$ cat src/source/periph_bus_pkg.sv
package periph_bus_pkg;

	//=====================================================================
	// Near and far bus widths
	//=====================================================================

	// Near-side address below the top nibble
	parameter int ADDR_W = 28;

	// Read and write data
	parameter int DATA_W = 32;

	// Register index inside one peripheral
	parameter int REG_W = 2;

	// Bridge sequencing
	typedef enum logic [1:0] {
		BR_IDLE    = 2'd0,
		BR_ACCESS  = 2'd1,
		BR_RESPOND = 2'd2
	} bridge_state_e;

endpackage

$ cat src/source/periph_map_pkg.sv
package periph_map_pkg;

	//=====================================================================
	// Address fields
	//=====================================================================

	parameter int SLOT_HI = 27;
	parameter int SLOT_LO = 24;
	parameter int REG_HI = 3;
	parameter int REG_LO = 2;

	// Peripheral slots, everything else is unmapped
	typedef enum logic [3:0] {
		SLOT_TIMER  = 4'd5,
		SLOT_IRQ    = 4'd8,
		SLOT_SYSREG = 4'd9
	} periph_slot_e;

	//=====================================================================
	// Register indexes per peripheral
	//=====================================================================

	typedef enum logic [periph_bus_pkg::REG_W-1:0] {
		TMR_COUNT   = 2'd0,
		TMR_COMPARE = 2'd1,
		TMR_CONTROL = 2'd2
	} timer_reg_e;

	typedef enum logic [periph_bus_pkg::REG_W-1:0] {
		IRQ_ENABLE  = 2'd0,
		IRQ_PENDING = 2'd1
	} irq_reg_e;

	typedef enum logic [periph_bus_pkg::REG_W-1:0] {
		SYS_DEVICE_ID = 2'd0,
		SYS_LEDS      = 2'd1,
		SYS_SOFT_IRQ  = 2'd2,
		SYS_SCRATCH   = 2'd3
	} sysreg_reg_e;

	// Interrupt source bits
	parameter int IRQ_SOURCES = 2;
	parameter int IRQ_TIMER_BIT = 0;
	parameter int IRQ_SOFT_BIT = 1;

endpackage

$ cat src/source/periph_bridge.sv
`timescale 1ns/1ps

module periph_bridge (
	input  logic i_clock,
	input  logic i_rst_n,

	// Near side
	input  logic i_request,
	input  logic i_rw,
	input  logic [periph_bus_pkg::ADDR_W-1:0] i_address,
	input  logic [periph_bus_pkg::DATA_W-1:0] i_wdata,
	output logic [periph_bus_pkg::DATA_W-1:0] o_rdata,
	output logic o_ready,

	// Far side returns
	input  logic [periph_bus_pkg::DATA_W-1:0] i_timer_rdata,
	input  logic i_timer_ready,
	input  logic [periph_bus_pkg::DATA_W-1:0] i_irq_rdata,
	input  logic i_irq_ready,
	input  logic [periph_bus_pkg::DATA_W-1:0] i_sysreg_rdata,
	input  logic i_sysreg_ready,

	// Far side requests and shared lines
	output logic o_timer_request,
	output logic o_irq_request,
	output logic o_sysreg_request,
	output logic o_far_rw,
	output logic [periph_bus_pkg::REG_W-1:0] o_far_reg,
	output logic [periph_bus_pkg::DATA_W-1:0] o_far_wdata
);

	periph_bus_pkg::bridge_state_e state;

	logic [periph_map_pkg::SLOT_HI-periph_map_pkg::SLOT_LO:0] near_slot;
	logic [periph_map_pkg::SLOT_HI-periph_map_pkg::SLOT_LO:0] slot_q;
	logic near_mapped;
	logic sel_ready;
	logic [periph_bus_pkg::DATA_W-1:0] sel_rdata;
	logic [periph_bus_pkg::DATA_W-1:0] resp_q;

	assign near_slot = i_address[periph_map_pkg::SLOT_HI:periph_map_pkg::SLOT_LO];

	always_comb begin
		case (near_slot)
			periph_map_pkg::SLOT_TIMER,
			periph_map_pkg::SLOT_IRQ,
			periph_map_pkg::SLOT_SYSREG: near_mapped = 1'b1;
			default: near_mapped = 1'b0;
		endcase
	end

	// Return path of the latched slot
	always_comb begin
		case (slot_q)
			periph_map_pkg::SLOT_TIMER: begin
				sel_ready = i_timer_ready;
				sel_rdata = i_timer_rdata;
			end
			periph_map_pkg::SLOT_IRQ: begin
				sel_ready = i_irq_ready;
				sel_rdata = i_irq_rdata;
			end
			periph_map_pkg::SLOT_SYSREG: begin
				sel_ready = i_sysreg_ready;
				sel_rdata = i_sysreg_rdata;
			end
			default: begin
				sel_ready = 1'b0;
				sel_rdata = '0;
			end
		endcase
	end

	//=====================================================================
	// Sequencer
	//=====================================================================

	always_ff @(posedge i_clock) begin
		if (!i_rst_n) begin
			state <= periph_bus_pkg::BR_IDLE;
			o_timer_request <= 1'b0;
			o_irq_request <= 1'b0;
			o_sysreg_request <= 1'b0;
		end else begin
			case (state)
				periph_bus_pkg::BR_IDLE: begin
					if (i_request && near_mapped) begin
						state <= periph_bus_pkg::BR_ACCESS;
						o_timer_request <= (near_slot == periph_map_pkg::SLOT_TIMER);
						o_irq_request <= (near_slot == periph_map_pkg::SLOT_IRQ);
						o_sysreg_request <= (near_slot == periph_map_pkg::SLOT_SYSREG);
					end else if (i_request) begin
						// Unmapped, answer at once
						state <= periph_bus_pkg::BR_RESPOND;
					end
				end
				periph_bus_pkg::BR_ACCESS: begin
					if (sel_ready) begin
						state <= periph_bus_pkg::BR_RESPOND;
						o_timer_request <= 1'b0;
						o_irq_request <= 1'b0;
						o_sysreg_request <= 1'b0;
					end
				end
				default: state <= periph_bus_pkg::BR_IDLE;
			endcase
		end
	end

	// Access latch and response capture
	always_ff @(posedge i_clock) begin
		if (state == periph_bus_pkg::BR_IDLE && i_request) begin
			slot_q <= near_slot;
			o_far_rw <= i_rw;
			o_far_reg <= i_address[periph_map_pkg::REG_HI:periph_map_pkg::REG_LO];
			o_far_wdata <= i_wdata;
			resp_q <= '0;
		end else if (state == periph_bus_pkg::BR_ACCESS && sel_ready) begin
			resp_q <= sel_rdata;
		end
	end

	assign o_ready = (state == periph_bus_pkg::BR_RESPOND);
	assign o_rdata = resp_q;

endmodule

$ cat src/source/sys_timer.sv
`timescale 1ns/1ps

module sys_timer #(
	parameter int TICK_DIV = 1
) (
	input  logic i_clock,
	input  logic i_rst_n,
	input  logic i_request,
	input  logic i_rw,
	input  logic [periph_bus_pkg::REG_W-1:0] i_reg,
	input  logic [periph_bus_pkg::DATA_W-1:0] i_wdata,
	output logic [periph_bus_pkg::DATA_W-1:0] o_rdata,
	output logic o_ready,
	output logic o_timer_irq
);

	localparam int PRE_W = (TICK_DIV > 1) ? $clog2(TICK_DIV) : 1;

	logic [PRE_W-1:0] prescale;
	logic [periph_bus_pkg::DATA_W-1:0] count;
	logic [periph_bus_pkg::DATA_W-1:0] compare;
	logic enable;
	logic accept;

	// One access per request, ready blocks a repeat
	assign accept = i_request && !o_ready;

	//=====================================================================
	// Tick counter
	//=====================================================================

	always_ff @(posedge i_clock) begin
		if (!i_rst_n) begin
			prescale <= '0;
			count <= '0;
		end else if (enable) begin
			if (prescale == PRE_W'(TICK_DIV - 1)) begin
				prescale <= '0;
				count <= count + 1'b1;
			end else begin
				prescale <= prescale + 1'b1;
			end
		end else begin
			prescale <= '0;
		end
	end

	// Register writes and handshake
	always_ff @(posedge i_clock) begin
		if (!i_rst_n) begin
			compare <= '1;
			enable <= 1'b0;
			o_ready <= 1'b0;
		end else begin
			o_ready <= accept;
			if (accept && i_rw) begin
				case (i_reg)
					periph_map_pkg::TMR_COMPARE: compare <= i_wdata;
					periph_map_pkg::TMR_CONTROL: enable <= i_wdata[0];
					default: ;
				endcase
			end
		end
	end

	always_ff @(posedge i_clock) begin
		if (accept) begin
			o_rdata <= '0;
			case (i_reg)
				periph_map_pkg::TMR_COUNT: o_rdata <= count;
				periph_map_pkg::TMR_COMPARE: o_rdata <= compare;
				periph_map_pkg::TMR_CONTROL: o_rdata[0] <= enable;
				default: ;
			endcase
		end
	end

	assign o_timer_irq = enable && (count >= compare);

endmodule

$ cat src/source/irq_controller.sv
`timescale 1ns/1ps

module irq_controller (
	input  logic i_clock,
	input  logic i_rst_n,
	input  logic i_request,
	input  logic i_rw,
	input  logic [periph_bus_pkg::REG_W-1:0] i_reg,
	input  logic [periph_bus_pkg::DATA_W-1:0] i_wdata,
	input  logic [periph_map_pkg::IRQ_SOURCES-1:0] i_sources,
	output logic [periph_bus_pkg::DATA_W-1:0] o_rdata,
	output logic o_ready,
	output logic o_interrupt
);

	logic [periph_map_pkg::IRQ_SOURCES-1:0] src_q;
	logic [periph_map_pkg::IRQ_SOURCES-1:0] rising;
	logic [periph_map_pkg::IRQ_SOURCES-1:0] clear;
	logic [periph_map_pkg::IRQ_SOURCES-1:0] enable;
	logic [periph_map_pkg::IRQ_SOURCES-1:0] pending;
	logic accept;

	assign accept = i_request && !o_ready;
	assign rising = i_sources & ~src_q;

	// Write-one-to-clear on the pending register
	assign clear = (accept && i_rw && i_reg == periph_map_pkg::IRQ_PENDING) ?
		i_wdata[periph_map_pkg::IRQ_SOURCES-1:0] : '0;

	always_ff @(posedge i_clock) begin
		if (!i_rst_n) begin
			src_q <= '0;
			pending <= '0;
			enable <= '0;
			o_ready <= 1'b0;
		end else begin
			src_q <= i_sources;
			// New edge wins over a clear in the same cycle
			pending <= (pending & ~clear) | rising;
			o_ready <= accept;
			if (accept && i_rw && i_reg == periph_map_pkg::IRQ_ENABLE)
				enable <= i_wdata[periph_map_pkg::IRQ_SOURCES-1:0];
		end
	end

	always_ff @(posedge i_clock) begin
		if (accept) begin
			o_rdata <= '0;
			case (i_reg)
				periph_map_pkg::IRQ_ENABLE:
					o_rdata[periph_map_pkg::IRQ_SOURCES-1:0] <= enable;
				periph_map_pkg::IRQ_PENDING:
					o_rdata[periph_map_pkg::IRQ_SOURCES-1:0] <= pending;
				default: ;
			endcase
		end
	end

	assign o_interrupt = |(pending & enable);

endmodule

$ cat src/source/sys_registers.sv
`timescale 1ns/1ps

module sys_registers #(
	parameter logic [periph_bus_pkg::DATA_W-1:0] DEVICE_ID = 32'h0000_0003,
	parameter int LED_COUNT = 8
) (
	input  logic i_clock,
	input  logic i_rst_n,
	input  logic i_request,
	input  logic i_rw,
	input  logic [periph_bus_pkg::REG_W-1:0] i_reg,
	input  logic [periph_bus_pkg::DATA_W-1:0] i_wdata,
	output logic [periph_bus_pkg::DATA_W-1:0] o_rdata,
	output logic o_ready,
	output logic [LED_COUNT-1:0] o_leds,
	output logic o_soft_irq
);

	logic [periph_bus_pkg::DATA_W-1:0] scratch;
	logic accept;
	logic wr;

	assign accept = i_request && !o_ready;
	assign wr = accept && i_rw;

	//=====================================================================
	// Writable registers
	//=====================================================================

	always_ff @(posedge i_clock) begin
		if (!i_rst_n) begin
			o_leds <= '0;
			scratch <= '0;
			o_soft_irq <= 1'b0;
			o_ready <= 1'b0;
		end else begin
			o_ready <= accept;
			// Pulse lasts the single accept cycle
			o_soft_irq <= wr && (i_reg == periph_map_pkg::SYS_SOFT_IRQ) && i_wdata[0];
			if (wr && i_reg == periph_map_pkg::SYS_LEDS)
				o_leds <= i_wdata[LED_COUNT-1:0];
			if (wr && i_reg == periph_map_pkg::SYS_SCRATCH)
				scratch <= i_wdata;
		end
	end

	// Read path, soft trigger reads back zero
	always_ff @(posedge i_clock) begin
		if (accept) begin
			o_rdata <= '0;
			case (i_reg)
				periph_map_pkg::SYS_DEVICE_ID: o_rdata <= DEVICE_ID;
				periph_map_pkg::SYS_LEDS: o_rdata[LED_COUNT-1:0] <= o_leds;
				periph_map_pkg::SYS_SCRATCH: o_rdata <= scratch;
				default: ;
			endcase
		end
	end

endmodule

$ cat src/source/soc_periph.sv
`timescale 1ns/1ps

module soc_periph #(
	parameter logic [periph_bus_pkg::DATA_W-1:0] DEVICE_ID = 32'h0000_0003,
	parameter int LED_COUNT = 8,
	parameter int TICK_DIV = 1
) (
	input  logic i_clock,
	input  logic i_rst_n,
	input  logic i_request,
	input  logic i_rw,
	input  logic [periph_bus_pkg::ADDR_W-1:0] i_address,
	input  logic [periph_bus_pkg::DATA_W-1:0] i_wdata,
	output logic [periph_bus_pkg::DATA_W-1:0] o_rdata,
	output logic o_ready,
	output logic o_interrupt,
	output logic [LED_COUNT-1:0] o_leds
);

	//=====================================================================
	// Far bus
	//=====================================================================

	logic timer_request;
	logic irq_request;
	logic sysreg_request;
	logic far_rw;
	logic [periph_bus_pkg::REG_W-1:0] far_reg;
	logic [periph_bus_pkg::DATA_W-1:0] far_wdata;

	logic [periph_bus_pkg::DATA_W-1:0] timer_rdata;
	logic timer_ready;
	logic [periph_bus_pkg::DATA_W-1:0] irq_rdata;
	logic irq_ready;
	logic [periph_bus_pkg::DATA_W-1:0] sysreg_rdata;
	logic sysreg_ready;

	// Interrupt sources
	logic timer_irq;
	logic soft_irq;
	logic [periph_map_pkg::IRQ_SOURCES-1:0] irq_sources;

	assign irq_sources[periph_map_pkg::IRQ_TIMER_BIT] = timer_irq;
	assign irq_sources[periph_map_pkg::IRQ_SOFT_BIT] = soft_irq;

	periph_bridge bridge (
		.i_clock          (i_clock),
		.i_rst_n          (i_rst_n),
		.i_request        (i_request),
		.i_rw             (i_rw),
		.i_address        (i_address),
		.i_wdata          (i_wdata),
		.o_rdata          (o_rdata),
		.o_ready          (o_ready),
		.i_timer_rdata    (timer_rdata),
		.i_timer_ready    (timer_ready),
		.i_irq_rdata      (irq_rdata),
		.i_irq_ready      (irq_ready),
		.i_sysreg_rdata   (sysreg_rdata),
		.i_sysreg_ready   (sysreg_ready),
		.o_timer_request  (timer_request),
		.o_irq_request    (irq_request),
		.o_sysreg_request (sysreg_request),
		.o_far_rw         (far_rw),
		.o_far_reg        (far_reg),
		.o_far_wdata      (far_wdata)
	);

	// Slot 5
	sys_timer #(
		.TICK_DIV (TICK_DIV)
	) timer (
		.i_clock     (i_clock),
		.i_rst_n     (i_rst_n),
		.i_request   (timer_request),
		.i_rw        (far_rw),
		.i_reg       (far_reg),
		.i_wdata     (far_wdata),
		.o_rdata     (timer_rdata),
		.o_ready     (timer_ready),
		.o_timer_irq (timer_irq)
	);

	// Slot 8
	irq_controller plic (
		.i_clock     (i_clock),
		.i_rst_n     (i_rst_n),
		.i_request   (irq_request),
		.i_rw        (far_rw),
		.i_reg       (far_reg),
		.i_wdata     (far_wdata),
		.i_sources   (irq_sources),
		.o_rdata     (irq_rdata),
		.o_ready     (irq_ready),
		.o_interrupt (o_interrupt)
	);

	// Slot 9
	sys_registers #(
		.DEVICE_ID (DEVICE_ID),
		.LED_COUNT (LED_COUNT)
	) sysreg (
		.i_clock    (i_clock),
		.i_rst_n    (i_rst_n),
		.i_request  (sysreg_request),
		.i_rw       (far_rw),
		.i_reg      (far_reg),
		.i_wdata    (far_wdata),
		.o_rdata    (sysreg_rdata),
		.o_ready    (sysreg_ready),
		.o_leds     (o_leds),
		.o_soft_irq (soft_irq)
	);

endmodule

$ cat config.mk
export PLATFORM = sky130hd
export DESIGN_NAME = soc_periph
export DESIGN_NICKNAME = d
export VERILOG_FILES = /design/src/source/periph_bus_pkg.sv /design/src/source/periph_map_pkg.sv /design/src/source/periph_bridge.sv /design/src/source/sys_timer.sv /design/src/source/irq_controller.sv /design/src/source/sys_registers.sv /design/src/source/soc_periph.sv
export SDC_FILE = /design/constraint.sdc
export NUM_CORES = 1
export LEC_CHECK = 0
export BUFFER_PORTS_ARGS = -buffer_cell sky130_fd_sc_hd__clkbuf_2
export CAP_MARGIN = 20
export CORE_MARGIN = 2
export CORE_UTILIZATION = 35
export DETAILED_ROUTE_END_ITERATION = 8
export PLACE_DENSITY = 0.63
export SKIP_LAST_GASP = 1
export SLEW_MARGIN = 20
export SYNTH_ARGS = -nofsm -noshare
export SYNTH_HDL_FRONTEND = slang
export SYNTH_HIERARCHICAL = 1
export SYNTH_SLANG_ARGS = --single-unit
export TNS_END_PERCENT = 50
$ cat constraint.sdc
create_clock -name i_clock -period 3.5 [get_ports i_clock]
set_input_delay 0.7 -clock i_clock [delete_from_list [all_inputs] [get_ports i_clock]]
set_output_delay 0.7 -clock i_clock [all_outputs]
set_load 0.02 [all_outputs]
==> impl_metrics.env <==
export IMPL_r2r_slack_ps=940
export IMPL_clock_sinks=258
export IMPL_dieArea_um2=33700
export IMPL_synth_edf_count=105
export IMPL_die_x_um=184
export IMPL_final_common_cell="dfxtp_1"
export IMPL_synth_compound_area_share_pct=10.8
export IMPL_die_h_um=184
export IMPL_regArea_um2=6220
export IMPL_drive_above_1_share_pct=13.9
export IMPL_cp_slowest_stage_delay_ps=610
export IMPL_diodes=0
export IMPL_synth_avg_cell_area_um2=10.7
export IMPL_arrival_ps=2920
export IMPL_first_iter_violations=578
export IMPL_cap_violations=0
export IMPL_criticalPathCategory="reg -> reg"
export IMPL_postCtsSetupRepairBufs=0
export IMPL_cts_htree_levels=1
export IMPL_hp_class="in -> reg"
export IMPL_vias=7807
export IMPL_yosysUniqueCellTypes=64
export IMPL_cts_tree="yes"
export IMPL_grt_overflow=0
export IMPL_ctsHoldBuffers=0
export IMPL_yosysWarningCount=6
export IMPL_cts_resized_gates=0
export IMPL_antenna_found_initial=0
export IMPL_irDropWorstVdd_mv=0.246
export IMPL_worstHoldStart="i_wdata[19]"
export IMPL_grt_max_degree=68
export IMPL_rsz0062_at_grt="false"
export IMPL_setup_ws_ps=939
export IMPL_cp_slowest_cell="nand4_1"
export IMPL_synth_fa_ha_area_share_pct=3.66
export IMPL_netlist_area_um2=11300
export IMPL_syn_inst=1057
export IMPL_crit_chain="nor2b_1, nand4_1, nor3_1, a21bo_2, a21oi_1"
export IMPL_ys_ff_latch=258
export IMPL_fin_crit_ps=2560
export IMPL_post_place_ws_ps=1010
export IMPL_start_util_pct=35.6
export IMPL_synth_xor_xnor_area_share_pct=1.94
export IMPL_finalPower_uw=6290
export IMPL_n_fill_cell=2991
export IMPL_area_growth_pct=13.8
export IMPL_drc=0
export IMPL_power_density_nw_per_um2=490
export IMPL_clk_latency_ps=530
export IMPL_crit_path_start_kind="flip-flop"
export IMPL_finalHoldViolCount=0
export IMPL_crit_path_end_kind="flip-flop"
export IMPL_maxSlewViolCount=0
export IMPL_firstDrtPassIters=9
export IMPL_async_flop_share_pct=0
export IMPL_muxShareOfSynthArea_pct=7.54
export IMPL_setup_viol=0
export IMPL_synth_top_family_by_area="simple AND/OR/NAND/NOR gates"
export IMPL_post_drt_via_cell_ratio=5.07
export IMPL_clk_path_buf_depth=3
export IMPL_tightest_slew_ps=1030
export IMPL_slew_headroom_pct=31.2
export IMPL_mostFrequentLayoutCells="153 x dfxtp_1, 139 x nand2_1, 105 x edfxtp_1, 85 x mux2i_1, 82 x clkbuf_2"
export IMPL_synth_flop_cell="dfxtp_1"
export IMPL_seq_area_frac_synth_pct=55.1
export IMPL_core_um2=31600
export IMPL_wl_per_cell_um=16.3
export IMPL_post_route_period_util_pct=73.2
export IMPL_fin_tns_setup_ps=0
export IMPL_crit_start="timer/enable$_SDFFE_PN0P_"
export IMPL_synth_simple_area_share_pct=14.6
export IMPL_synth_top_area_share_pct=28.0
export IMPL_antenna_left=0
export IMPL_io_pins=106
export IMPL_place_congestion=0.817
export IMPL_max_freq_ghz=0.390
export IMPL_leakage_uw=0.00517
export IMPL_row_count=65
export IMPL_synth_area_leader_cell="edfxtp_1"
export IMPL_final_nets=1215
export IMPL_grt_pass1_wl_um=40700
export IMPL_grt_pass1_vias=7535
export IMPL_io_buffers=83
export IMPL_cts_root_buf="clkbuf_16"
export IMPL_routed_wl_um=25100
export IMPL_multiInputGateArea_um2=4510
export IMPL_ys_top_cells_by_area="edfxtp_1 28%, dfxtp_1 27%, mux2i_1 7.5%"
export IMPL_r2r_start="timer/enable$_SDFFE_PN0P_"
export IMPL_place_hpwl_um=17000
export IMPL_grt_usage_pct=14.9
export IMPL_numCtsBuffers=26
export IMPL_outcome="completed"
export IMPL_clkTransAtPathRegs_ps=70
export IMPL_path_max_fanout=13
export IMPL_worstPathRequired_ps=3850
export IMPL_finalClockSkew_ps=9.40
export IMPL_hold_ws_ps=347
==> routing by layer <==
layer / vias up / share of wire, % / track usage [%]
met5: - / 0 / 0
met3: 46 / 5.7 / 2.00
li1: 3872 / - / -
met1: 3695 / 49 / 21.9
met2: 194 / 43 / 22.9
met4: 0 / 2.2 / 4.19
==> critical path: cells and delay by family, from the launching register on <==
family | cells | cell delay, ps
AO/OA/AOI/OAI | 2 | 250
flip-flops | 1 | 480
AND/OR/NAND/NOR | 3 | 1660
==> power by group <==
part	total (µW)	leakage (µW)	internal (µW)	switching, µW
combinational	249	0.00247	83.0	166
sequential	3210	0.00228	3170	36.8
clock	2830	0.000420	1670	1160
==> Yosys cell counts, types with 2 or more instances <==
library cell / number
dfxtp_1: 153
nand2_1: 139
edfxtp_1: 105
mux2i_1: 85
nor2_1: 70
a21oi_1: 51
clkbuf_1: 45
inv_1: 44
ha_1: 33
a222oi_1: 32
o211ai_1: 32
buf_4: 30
o21ai_1: 29
and3_1: 24
xnor2_1: 21
nor4_1: 12
nand3_1: 11
buf_2: 10
nand4_1: 10
nor2b_1: 10
o21ai_0: 10
nor3_1: 9
and4_1: 8
and2_1: 7
buf_6: 7
nand2b_1: 5
nand3b_1: 5
buf_1: 4
xor2_1: 4
nor3b_1: 3
o21a_1: 3
o31ai_1: 3
or3_1: 3
or4_1: 3
a2111oi_0: 2
a31o_1: 2
conb_1: 2
nand4b_1: 2
nor2_4: 2
o22ai_1: 2
o32ai_1: 2
==> kinds of logic after synthesis <==
group | after synthesis
xor+xnor | 25
buf+inv | 141
fa+ha+maj | 33
other cells | 2
simple gates | 335
compound gates | 178
mux | 85
flops | 258
==> per-stage QoR <==
stage               instance area, µm²  instances  utilization (%)
floorplan                        11400       1086                -
CTS                              12800       1540             40.6
global route                     12800       1540             40.6
finish                           12800       1540             40.6
global placement                 11900       1492             37.8
detailed placement               11900       1492             37.8
==> path summary, 6_finish.rpt <==
check / end / cells past startpoint
max: timer/count[30]$_SDFFE_PN0P_ / 5
min reg2reg: plic/src_q[1]$_SDFF_PN0_ / 2
min: bridge/o_far_wdata[19]$_DFFE_PP_ / 1
max reg2reg: timer/count[30]$_SDFFE_PN0P_ / 5
==> area by class of cell <==
class	instances	area share, %
Sequential cell	258	48.4
Multi-Input combinational cell	687	35.1
Clock buffer	30	5.51
Tap cell	402	3.92
Clock inverter	18	1.39
Timing Repair Buffer	101	4.31
Inverter	44	1.29
(Power assumes the default switching activity.)
